--- src/calc_pkg.sv ---
`default_nettype none

package calc_pkg;

    // ----------------------------------------
    // sizes and limits
    // ----------------------------------------
    localparam int NUM_DIGITS = 6;
    localparam int BCD_W      = 24;
    localparam int BIN_W      = 20;       // holds 999999
    localparam int MAX_VALUE  = 999999;
    localparam int MAX_NEG    = 99999;    // top digit is taken by the sign

    // scan codes, make side only
    localparam logic [7:0] SC_0     = 8'h70;
    localparam logic [7:0] SC_1     = 8'h69;
    localparam logic [7:0] SC_2     = 8'h72;
    localparam logic [7:0] SC_3     = 8'h7A;
    localparam logic [7:0] SC_4     = 8'h6B;
    localparam logic [7:0] SC_5     = 8'h73;
    localparam logic [7:0] SC_6     = 8'h74;
    localparam logic [7:0] SC_7     = 8'h6C;
    localparam logic [7:0] SC_8     = 8'h75;
    localparam logic [7:0] SC_9     = 8'h7D;
    localparam logic [7:0] SC_ADD   = 8'h79;
    localparam logic [7:0] SC_SUB   = 8'h7B;
    localparam logic [7:0] SC_MUL   = 8'h7C;
    localparam logic [7:0] SC_DIV   = 8'h4A;
    localparam logic [7:0] SC_BACK  = 8'h66;
    localparam logic [7:0] SC_SPACE = 8'h29;
    localparam logic [7:0] SC_ENTER = 8'h5A;
    localparam logic [7:0] SC_BREAK = 8'hF0;   // release prefix

    localparam logic [3:0] NIB_ERR   = 4'hE;
    localparam logic [3:0] NIB_MINUS = 4'hF;

    // ----------------------------------------
    // types
    // ----------------------------------------
    typedef enum logic [2:0] {
        KEY_DIGIT, KEY_ADD, KEY_SUB, KEY_MUL, KEY_DIV, KEY_BACK, KEY_SPACE, KEY_ENTER
    } key_kind_e;

    typedef enum logic [1:0] {OP_ADD, OP_SUB, OP_MUL, OP_DIV} op_e;

    typedef enum logic [1:0] {ST_IDLE, ST_FIRST, ST_SECOND, ST_RESULT} entry_state_e;

    typedef logic [BCD_W-1:0] bcd_num_t;            // six nibbles, digit 0 at the bottom
    typedef logic [NUM_DIGITS-1:0][6:0] seg_digits_t;

    typedef struct packed {
        logic      valid;
        key_kind_e kind;
        logic [3:0] digit;
    } key_event_t;

    typedef struct packed {
        logic             start;
        op_e              op;
        logic [BIN_W-1:0] a;
        logic [BIN_W-1:0] b;
    } alu_req_t;

    typedef struct packed {
        bcd_num_t result;     // quotient for a division
        bcd_num_t remainder;
        logic     error;
        logic     negative;
    } alu_res_t;

    typedef struct packed {
        entry_state_e state;
        bcd_num_t     first;
        bcd_num_t     second;
        logic         is_div;
        logic         show_rem;
    } entry_status_t;

    // ----------------------------------------
    // conversions
    // ----------------------------------------
    function automatic logic [BIN_W-1:0] bcd_to_bin(input bcd_num_t bcd);
        logic [BIN_W-1:0] acc;
        acc = '0;
        for (int i = NUM_DIGITS - 1; i >= 0; i--) begin
            acc = acc * BIN_W'(10) + BIN_W'(bcd[i*4 +: 4]);
        end
        return acc;
    endfunction

    // double dabble, one input bit per pass
    function automatic bcd_num_t bin_to_bcd(input logic [BIN_W-1:0] bin);
        bcd_num_t bcd;
        bcd = '0;
        for (int i = BIN_W - 1; i >= 0; i--) begin
            for (int d = 0; d < NUM_DIGITS; d++) begin
                if (bcd[d*4 +: 4] >= 4'd5)
                    bcd[d*4 +: 4] = bcd[d*4 +: 4] + 4'd3;
            end
            bcd = {bcd[BCD_W-2:0], bin[i]};
        end
        return bcd;
    endfunction

    // active low, bits g..a
    function automatic logic [6:0] seg7_of(input logic [3:0] nib);
        case (nib)
            4'h0:      return 7'b1000000;
            4'h1:      return 7'b1111001;
            4'h2:      return 7'b0100100;
            4'h3:      return 7'b0110000;
            4'h4:      return 7'b0011001;
            4'h5:      return 7'b0010010;
            4'h6:      return 7'b0000010;
            4'h7:      return 7'b1111000;
            4'h8:      return 7'b0000000;
            4'h9:      return 7'b0010000;
            NIB_ERR:   return 7'b0000110;
            NIB_MINUS: return 7'b0111111;   // only g lit
            default:   return 7'b1111111;   // blank
        endcase
    endfunction

endpackage

`default_nettype wire
--- src/calc_top.sv ---
`default_nettype none

module calc_top
    import calc_pkg::*;
(
    input  logic        clk,
    input  logic        iRST_n,
    input  logic [7:0]  key_byte,     // scan code byte
    input  logic        key_valid,    // one-cycle strobe
    output seg_digits_t seg,
    output bcd_num_t    display_bcd
);

    key_event_t    key_evt;
    alu_req_t      alu_req;
    alu_res_t      alu_res;
    entry_status_t status;

    // ----------------------------------------
    // key path
    // ----------------------------------------
    key_filter u_key_filter (
        .clk       (clk),
        .iRST_n    (iRST_n),
        .key_byte  (key_byte),
        .key_valid (key_valid),
        .key_evt   (key_evt)
    );

    entry_fsm u_entry_fsm (
        .clk     (clk),
        .iRST_n  (iRST_n),
        .key_evt (key_evt),
        .alu_req (alu_req),
        .status  (status)
    );

    // works beside the entry FSM
    calc_alu u_calc_alu (
        .clk     (clk),
        .iRST_n  (iRST_n),
        .alu_req (alu_req),
        .alu_res (alu_res)
    );

    display_sel u_display_sel (
        .status      (status),
        .alu_res     (alu_res),
        .seg         (seg),
        .display_bcd (display_bcd)
    );

endmodule

`default_nettype wire

--- src/display_sel.sv ---
`default_nettype none

module display_sel
    import calc_pkg::*;
(
    input  entry_status_t status,
    input  alu_res_t      alu_res,
    output seg_digits_t   seg,
    output bcd_num_t      display_bcd
);

    bcd_num_t shown;

    // ----------------------------------------
    // number select
    // ----------------------------------------
    always_comb begin
        case (status.state)
            ST_RESULT: begin
                if (alu_res.error) begin
                    shown = BCD_W'(NIB_ERR);            // 00000E
                end else if (alu_res.negative) begin
                    // minus sign over the lower five digits
                    shown = {NIB_MINUS, alu_res.result[BCD_W-5:0]};
                end else if (status.is_div && status.show_rem) begin
                    shown = alu_res.remainder;
                end else begin
                    shown = alu_res.result;
                end
            end
            ST_SECOND: shown = status.second;
            default:   shown = status.first;   // idle shows the cleared first operand
        endcase
    end

    assign display_bcd = shown;

    // ----------------------------------------
    // segment drive
    // ----------------------------------------
    always_comb begin
        for (int i = 0; i < NUM_DIGITS; i++) begin
            seg[i] = seg7_of(shown[i*4 +: 4]);
        end
    end

endmodule

`default_nettype wire

--- src/calc_alu.sv ---
`default_nettype none

module calc_alu
    import calc_pkg::*;
(
    input  logic     clk,
    input  logic     iRST_n,
    input  alu_req_t alu_req,
    output alu_res_t alu_res
);

    logic [BIN_W-1:0]   a;
    logic [BIN_W-1:0]   b;
    logic [BIN_W:0]     sum;        // one carry bit
    logic [2*BIN_W-1:0] prod;       // full width for the range check
    logic [BIN_W-1:0]   value;
    logic [BIN_W-1:0]   rem_val;
    logic               err;
    logic               neg;

    bcd_num_t res_q;
    bcd_num_t rem_q;
    logic     err_q;
    logic     neg_q;

    assign a = alu_req.a;
    assign b = alu_req.b;

    // ----------------------------------------
    // arithmetic and range rules
    // ----------------------------------------
    always_comb begin
        sum     = {1'b0, a} + {1'b0, b};
        prod    = {{BIN_W{1'b0}}, a} * {{BIN_W{1'b0}}, b};
        value   = '0;
        rem_val = '0;
        err     = 1'b0;
        neg     = 1'b0;
        case (alu_req.op)
            OP_ADD: begin
                value = sum[BIN_W-1:0];
                err   = sum > (BIN_W+1)'(MAX_VALUE);
            end
            OP_SUB: begin
                if (a >= b) begin
                    value = a - b;
                end else begin
                    value = b - a;              // magnitude, sign kept apart
                    neg   = 1'b1;
                    err   = value > BIN_W'(MAX_NEG);
                end
            end
            OP_MUL: begin
                value = prod[BIN_W-1:0];
                err   = prod > (2*BIN_W)'(MAX_VALUE);
            end
            OP_DIV: begin
                if (b == '0) begin
                    err = 1'b1;
                end else begin
                    value   = a / b;
                    rem_val = a % b;
                end
            end
        endcase
    end

    // flags
    always_ff @(posedge clk or negedge iRST_n) begin
        if (!iRST_n) begin
            err_q <= 1'b0;
            neg_q <= 1'b0;
        end else if (alu_req.start) begin
            err_q <= err;
            neg_q <= neg & ~err;
        end
    end

    // held in BCD until the next start
    always_ff @(posedge clk) begin
        if (alu_req.start) begin
            res_q <= err ? '0 : bin_to_bcd(value);
            rem_q <= err ? '0 : bin_to_bcd(rem_val);
        end
    end

    always_comb begin
        alu_res.result    = res_q;
        alu_res.remainder = rem_q;
        alu_res.error     = err_q;
        alu_res.negative  = neg_q;
    end

endmodule

`default_nettype wire

--- src/entry_fsm.sv ---
`default_nettype none

module entry_fsm
    import calc_pkg::*;
(
    input  logic          clk,
    input  logic          iRST_n,
    input  key_event_t    key_evt,
    output alu_req_t      alu_req,
    output entry_status_t status
);

    entry_state_e state;
    bcd_num_t     first_num;
    bcd_num_t     second_num;
    op_e          op;
    logic         is_div;
    logic         show_rem;
    logic         start_pulse;

    // new digit enters at the bottom, only while there is room
    function automatic bcd_num_t push_digit(input bcd_num_t num, input logic [3:0] dig);
        if (num[BCD_W-1 -: 4] != 4'h0)
            return num;
        return {num[BCD_W-5:0], dig};
    endfunction

    function automatic bcd_num_t pop_digit(input bcd_num_t num);
        return {4'h0, num[BCD_W-1:4]};
    endfunction

    function automatic op_e op_of(input key_kind_e kind);
        case (kind)
            KEY_SUB: return OP_SUB;
            KEY_MUL: return OP_MUL;
            KEY_DIV: return OP_DIV;
            default: return OP_ADD;
        endcase
    endfunction

    // ----------------------------------------
    // key handling
    // ----------------------------------------
    always_ff @(posedge clk or negedge iRST_n) begin
        if (!iRST_n) begin
            state       <= ST_IDLE;
            first_num   <= '0;
            second_num  <= '0;
            op          <= OP_ADD;
            is_div      <= 1'b0;
            show_rem    <= 1'b0;
            start_pulse <= 1'b0;
        end else begin
            start_pulse <= 1'b0;
            if (key_evt.valid) begin
                case (key_evt.kind)
                    KEY_DIGIT: begin
                        case (state)
                            ST_IDLE: begin
                                first_num <= BCD_W'(key_evt.digit);
                                state     <= ST_FIRST;
                            end
                            ST_FIRST:  first_num  <= push_digit(first_num, key_evt.digit);
                            ST_SECOND: second_num <= push_digit(second_num, key_evt.digit);
                            default:   ;            // result stays until Enter
                        endcase
                    end
                    KEY_ADD, KEY_SUB, KEY_MUL, KEY_DIV: begin
                        if (state == ST_FIRST) begin
                            op     <= op_of(key_evt.kind);
                            is_div <= (key_evt.kind == KEY_DIV);
                            state  <= ST_SECOND;
                        end
                    end
                    KEY_BACK: begin
                        if (state == ST_FIRST) begin
                            first_num <= pop_digit(first_num);
                            if (first_num[BCD_W-1:4] == '0)
                                state <= ST_IDLE;
                        end else if (state == ST_SECOND) begin
                            second_num <= pop_digit(second_num);
                            if (second_num[BCD_W-1:4] == '0) begin
                                // operand gone, drop the operator too
                                state  <= ST_FIRST;
                                op     <= OP_ADD;
                                is_div <= 1'b0;
                            end
                        end
                    end
                    KEY_SPACE: begin
                        if (state == ST_RESULT && is_div)
                            show_rem <= ~show_rem;  // quotient <-> remainder
                    end
                    KEY_ENTER: begin
                        if (state == ST_SECOND) begin
                            start_pulse <= 1'b1;
                            show_rem    <= 1'b0;
                            state       <= ST_RESULT;
                        end else begin
                            state      <= ST_IDLE;  // clear all
                            first_num  <= '0;
                            second_num <= '0;
                            op         <= OP_ADD;
                            is_div     <= 1'b0;
                            show_rem   <= 1'b0;
                        end
                    end
                endcase
            end
        end
    end

    // operands stay put in ST_RESULT, so the ALU sees stable inputs
    always_comb begin
        alu_req.start = start_pulse;
        alu_req.op    = op;
        alu_req.a     = bcd_to_bin(first_num);
        alu_req.b     = bcd_to_bin(second_num);
    end

    always_comb begin
        status.state    = state;
        status.first    = first_num;
        status.second   = second_num;
        status.is_div   = is_div;
        status.show_rem = show_rem;
    end

endmodule

`default_nettype wire

--- src/key_filter.sv ---
`default_nettype none

module key_filter
    import calc_pkg::*;
(
    input  logic       clk,
    input  logic       iRST_n,
    input  logic [7:0] key_byte,
    input  logic       key_valid,
    output key_event_t key_evt
);

    logic       skip_next;   // set by the release prefix
    key_event_t dec;

    // make code lookup
    always_comb begin
        dec.valid = 1'b1;
        dec.kind  = KEY_DIGIT;
        dec.digit = 4'd0;
        case (key_byte)
            SC_0:     dec.digit = 4'd0;
            SC_1:     dec.digit = 4'd1;
            SC_2:     dec.digit = 4'd2;
            SC_3:     dec.digit = 4'd3;
            SC_4:     dec.digit = 4'd4;
            SC_5:     dec.digit = 4'd5;
            SC_6:     dec.digit = 4'd6;
            SC_7:     dec.digit = 4'd7;
            SC_8:     dec.digit = 4'd8;
            SC_9:     dec.digit = 4'd9;
            SC_ADD:   dec.kind  = KEY_ADD;
            SC_SUB:   dec.kind  = KEY_SUB;
            SC_MUL:   dec.kind  = KEY_MUL;
            SC_DIV:   dec.kind  = KEY_DIV;
            SC_BACK:  dec.kind  = KEY_BACK;
            SC_SPACE: dec.kind  = KEY_SPACE;
            SC_ENTER: dec.kind  = KEY_ENTER;
            default:  dec.valid = 1'b0;     // unknown code, no event
        endcase
    end

    always_ff @(posedge clk or negedge iRST_n) begin
        if (!iRST_n) begin
            skip_next <= 1'b0;
            key_evt   <= '0;
        end else begin
            key_evt.valid <= 1'b0;
            if (key_valid) begin
                if (key_byte == SC_BREAK) begin
                    skip_next <= 1'b1;
                end else if (skip_next) begin
                    skip_next <= 1'b0;      // released key, drop it
                end else begin
                    key_evt <= dec;
                end
            end
        end
    end

endmodule

`default_nettype wire

--- config.mk ---
export PLATFORM = sky130hd
export DESIGN_NAME = calc_top
export DESIGN_NICKNAME = d
export VERILOG_FILES = /design/src/calc_pkg.sv /design/src/calc_top.sv /design/src/display_sel.sv /design/src/calc_alu.sv /design/src/entry_fsm.sv /design/src/key_filter.sv
export SDC_FILE = /design/constraint.sdc
export NUM_CORES = 2
export LEC_CHECK = 0
export ABC_AREA = 0
export BUFFER_PORTS_ARGS = -buffer_cell sky130_fd_sc_hd__buf_2
export CORE_MARGIN = 2
export CORE_UTILIZATION = 45
export CTS_BUF_LIST = sky130_fd_sc_hd__clkbuf_4 sky130_fd_sc_hd__clkbuf_8
export DETAILED_ROUTE_END_ITERATION = 7
export SLEW_MARGIN = 0
export SYNTH_ARGS = -nofsm -noshare
export SYNTH_HDL_FRONTEND = slang
export SYNTH_SLANG_ARGS = --single-unit
export TNS_END_PERCENT = 30
--- constraint.sdc ---
create_clock -name clk -period 191.5 [get_ports clk]
set_input_delay 38.3 -clock clk [delete_from_list [all_inputs] [get_ports clk]]
set_output_delay 38.3 -clock clk [all_outputs]
set_load 0.02 [all_outputs]
==> load_flow_metrics.sql <==
INSERT INTO impl_metrics (metric_group, metric, value, unit) VALUES
('critical_path', 'crit_path_max_fanout', '30', ''),
('synth', 'synth_adder_area_share', '0.303', ''),
('synth', 'largest_family_of_logic_cells_by_synthesized_area', 'adder cells', ''),
('detailed_routing', 'drt-wirelength-per-cell', '21.4', 'um'),
('synth', 'synth-compound-area-share', '0.257', ''),
('sta', 'setup_violations', '0', ''),
('floorplan', 'die_w', '365', 'um'),
('sta', 'transition_time_at_the_pin_with_the_least_slew_margin', '1170', 'ps'),
('critical_path', 'cp-end-kind', 'flop', ''),
('global_routing', 'grt_start_max_net_pins', '67', ''),
('cells_and_area', 'mostFrequentLayoutCell', 'ha_1', ''),
('floorplan', 'design.core.area', '129000', 'um2'),
('clock_tree', 'path_clk_slew', '90', 'ps'),
('global_routing', 'globalRoute.totalOverflow', '0', ''),
('sta', 'fin_crit_sh', '0.397', ''),
('critical_path', 'cp_slowest_cell', 'o2bb2ai_1', ''),
('cells_and_area', 'fin_area', '61600', 'um2'),
('global_routing', 'antenna_found_initial', '4', ''),
('clock_tree', 'htree_levels', '4', ''),
('placement', 'placedCellCount', '9452', ''),
('run_status', 'status', 'complete, no violations', ''),
('critical_path', 'timing.critical_path.from_type', 'flop', ''),
('floorplan', 'initial_utilization', '0.453', ''),
('global_routing', 'grt_pass1_wl', '315000', 'um'),
('sta', 'finalHoldViolations', '0', ''),
('cells_and_area', 'finish.net_count', '8952', ''),
('clock_tree', 'clkLatencyLatePin', '470', 'ps'),
('synth', 'synth.lib_cells_used.distinct', '153', ''),
('synth', 'synth_xor_area_frac', '0.0723', ''),
('detailed_routing', 'drt_first_iter_violations', '4727', ''),
('synth', 'synth_warnings', '0', ''),
('cells_and_area', 'fin_cells', '9485', ''),
('synth', 'total_standard_cell_area_after_synthesis', '58600', 'um2'),
('synth', 'post_synthesis_sequential_element_count', '114', ''),
('cells_and_area', 'final_layout_size_suffix_gt1_frac', '0.0735', ''),
('detailed_routing', 'vias_per_cell', '6.06', ''),
('placement', 'placement.cell_area', '61200', 'um2'),
('sta', 'slew_headroom', '0.213', ''),
('cells_and_area', 'most-common-layout-cells', '868 x ha_1, 807 x inv_1, 717 x nand2_1', ''),
('detailed_routing', 'antenna_left', '0', ''),
('detailed_routing', 'detailedRoute.firstPassIterationCount', '6', ''),
('synth', 'syn_area_per_cell', '7.56', 'um2'),
('sta', 'rsz0062_at_grt', 'false', ''),
('cells_and_area', 'layout-area-overhead-vs-synth', '5.19', '%'),
('global_routing', 'first_global_vias', '54900', ''),
('floorplan', 'die_y', '365', 'um'),
('floorplan', 'design.portCount', '77', ''),
('sta', 'final-max-slew-violation-count', '0', ''),
('sta', 'setup-tns-final', '0', 'ps'),
('synth', 'simple_logic_cell_fraction_of_the_synthesized_area', '0.199', ''),
('critical_path', 'worst-endpoint-required', '191730', 'ps'),
('synth', 'dominantRegCellSynth', 'dfrtp_1', ''),
('clock_tree', 'cts_tree', 'done', ''),
('synth', 'seq_area_frac_synth', '0.0528', ''),
('critical_path', 'critical_path.most_common_cell', 'ha_1', ''),
('placement', 'gpl.final_weighted_congestion', '1.02', ''),
('synth', 'synth-edff-count', '48', ''),
('placement', 'dp_hpwl', '163000', 'um'),
('sta', 'post_route_minimum_period', '76040', 'ps'),
('critical_path', 'crit_type', 'flop to flop', ''),
('sta', 'fin_worst_skew', '16.2', 'ps'),
('run', 'cap_viol_max_count', '0', ''),
('synth', 'yosys-mux-area-fraction', '0.0463', ''),
('synth', 'async_reset_ff_frac', '0.579', ''),
('synth', 'syn-instance-count', '7749', ''),
('detailed_routing', 'route.vias.total', '57500', ''),
('detailed_routing', 'routed_wl', '203000', 'um'),
('clock_tree', 'post_cts.resized_instances', '0', ''),
('clock_tree', 'holdBufCountCts', '0', ''),
('critical_path', 'crit_arrival', '76270', 'ps'),
('clock_tree', 'cts_root_buf', 'clkbuf_8', ''),
('clock_tree', 'postCtsSetupRepairBufs', '0', ''),
('floorplan', 'die-area', '133000', 'um2'),
('floorplan', 'placement_rows', '132', ''),
('critical_path', 'crit_path_max_incr_delay', '820', 'ps'),
('hold_path', 'holdCritPathClass', 'flop to flop', ''),
('sta', 'final.hold.worst_slack', '506', 'ps'),
('clock_tree', 'cts_inserted_buffers', '17', ''),
('sta', 'fmax', '13.2', 'MHz'),
('placement', 'buffer_ports.inserted', '76', ''),
('global_routing', 'gr-usage-all-layers', '0.299', ''),
('detailed_routing', 'drc', '0', ''),
('clock_tree', 'max-clock-path-buffers', '2', ''),
('clock_tree', 'clock_sinks', '114', '');
metal layers:
| metal | vias to the layer above | part of all wire | track usage |
|---|---|---|---|
| met3 | 343 | 0.067 | 0.0411 |
| li1 | 27600 | - | - |
| met2 | 1828 | 0.45 | 0.486 |
| met1 | 27700 | 0.45 | 0.403 |
| met4 | 0 | 0.040 | 0.104 |
| met5 | - | 0 | 0 |
cell type report:
cell class | instances | area (um2)
fill | 13100 | 67700
multi-input combinational | 6568 | 51600
inverter | 853 | 3210
clock buffer | 17 | 234
sequential | 114 | 3090
antenna | 1 | 2.50
timing repair buffer | 175 | 1120
tap | 1742 | 2180
clock inverter | 15 | 150
cell families after synthesis:
| kind of cell | Yosys count |
|---|---|
| AND/OR/NAND/NOR | 2433 |
| buffers and inverters | 1068 |
| flip-flops | 114 |
| XOR/XNOR | 469 |
| AO/OA/AOI/OAI | 2198 |
| adder cells (fa/ha/maj) | 1212 |
| other | 1 |
| multiplexers | 254 |
sequential cells by signal, summed over array words and instances (netlist names):
signal and flops:
u_entry_fsm.second_num 24, u_entry_fsm.state 2, u_entry_fsm.is_div 1, u_entry_fsm.first_num 24, u_key_filter.skip_next 1, u_calc_alu.res_q 24
u_calc_alu.rem_q 24, u_calc_alu.err_q 1, u_calc_alu.neg_q 1, u_key_filter.key_evt 8, u_entry_fsm.start_pulse 1, u_entry_fsm.show_rem 1
u_entry_fsm.op 2
synth_stat cells (71+ instances only):
master | count | area [um2]
inv_1 | 809 | 3040
xnor2_1 | 297 | 2600
nor2b_1 | 101 | 632
xor2_1 | 158 | 1380
a21oi_1 | 533 | 2670
nand2_1 | 717 | 2690
mux2i_1 | 148 | 1480
a211oi_1 | 71 | 533
nor2_1 | 710 | 2670
nand2b_1 | 106 | 663
fa_1 | 344 | 6890
nor3_1 | 182 | 911
nand3_1 | 146 | 731
mux2_2 | 90 | 1010
a21o_1 | 127 | 953
ha_1 | 868 | 10900
clkbuf_1 | 166 | 623
o21bai_1 | 71 | 533
o21ai_0 | 391 | 1960
o21a_1 | 139 | 1040
path summary, 6_finish.rpt:
| path | from | end | slack [ps] | depth (start not counted) |
|---|---|---|---|---|
| max in group asynchronous | iRST_n | u_entry_fsm.start_pulse | 152830 | 2 |
| worst min-delay path | u_key_filter.skip_next | u_key_filter.skip_next | 510 | 1 |
| worst max register to register | u_entry_fsm.second_num[23] | u_calc_alu.rem_q[1] | 115460 | 307 |
| worst min register to register | u_key_filter.skip_next | u_key_filter.skip_next | 510 | 1 |
| min in group asynchronous | iRST_n | u_entry_fsm.first_num[23] | 38030 | 2 |
| worst max-delay path | u_entry_fsm.second_num[23] | u_calc_alu.rem_q[1] | 115460 | 307 |
stage by stage:
step                setup slack (ps)  utilization
global route                  108400        0.477
finish                        115460        0.477
CTS                           116620        0.477
floorplan                     126700            -
detailed placement            116890        0.474
global placement              118610        0.474
critical path: cells and delay by family (launching register included):
kind | cells | cell delay [ps]
buffers and inverters | 16 | 2110
XOR/XNOR | 6 | 1470
AND/OR/NAND/NOR | 89 | 22760
flip-flops | 1 | 510
multiplexers | 9 | 2930
AO/OA/AOI/OAI | 140 | 32710
adder cells (fa/ha/maj) | 47 | 13130
Power is not shown: default switching activity piles up to over one toggle a cycle in this logic, so the estimate is an artifact.
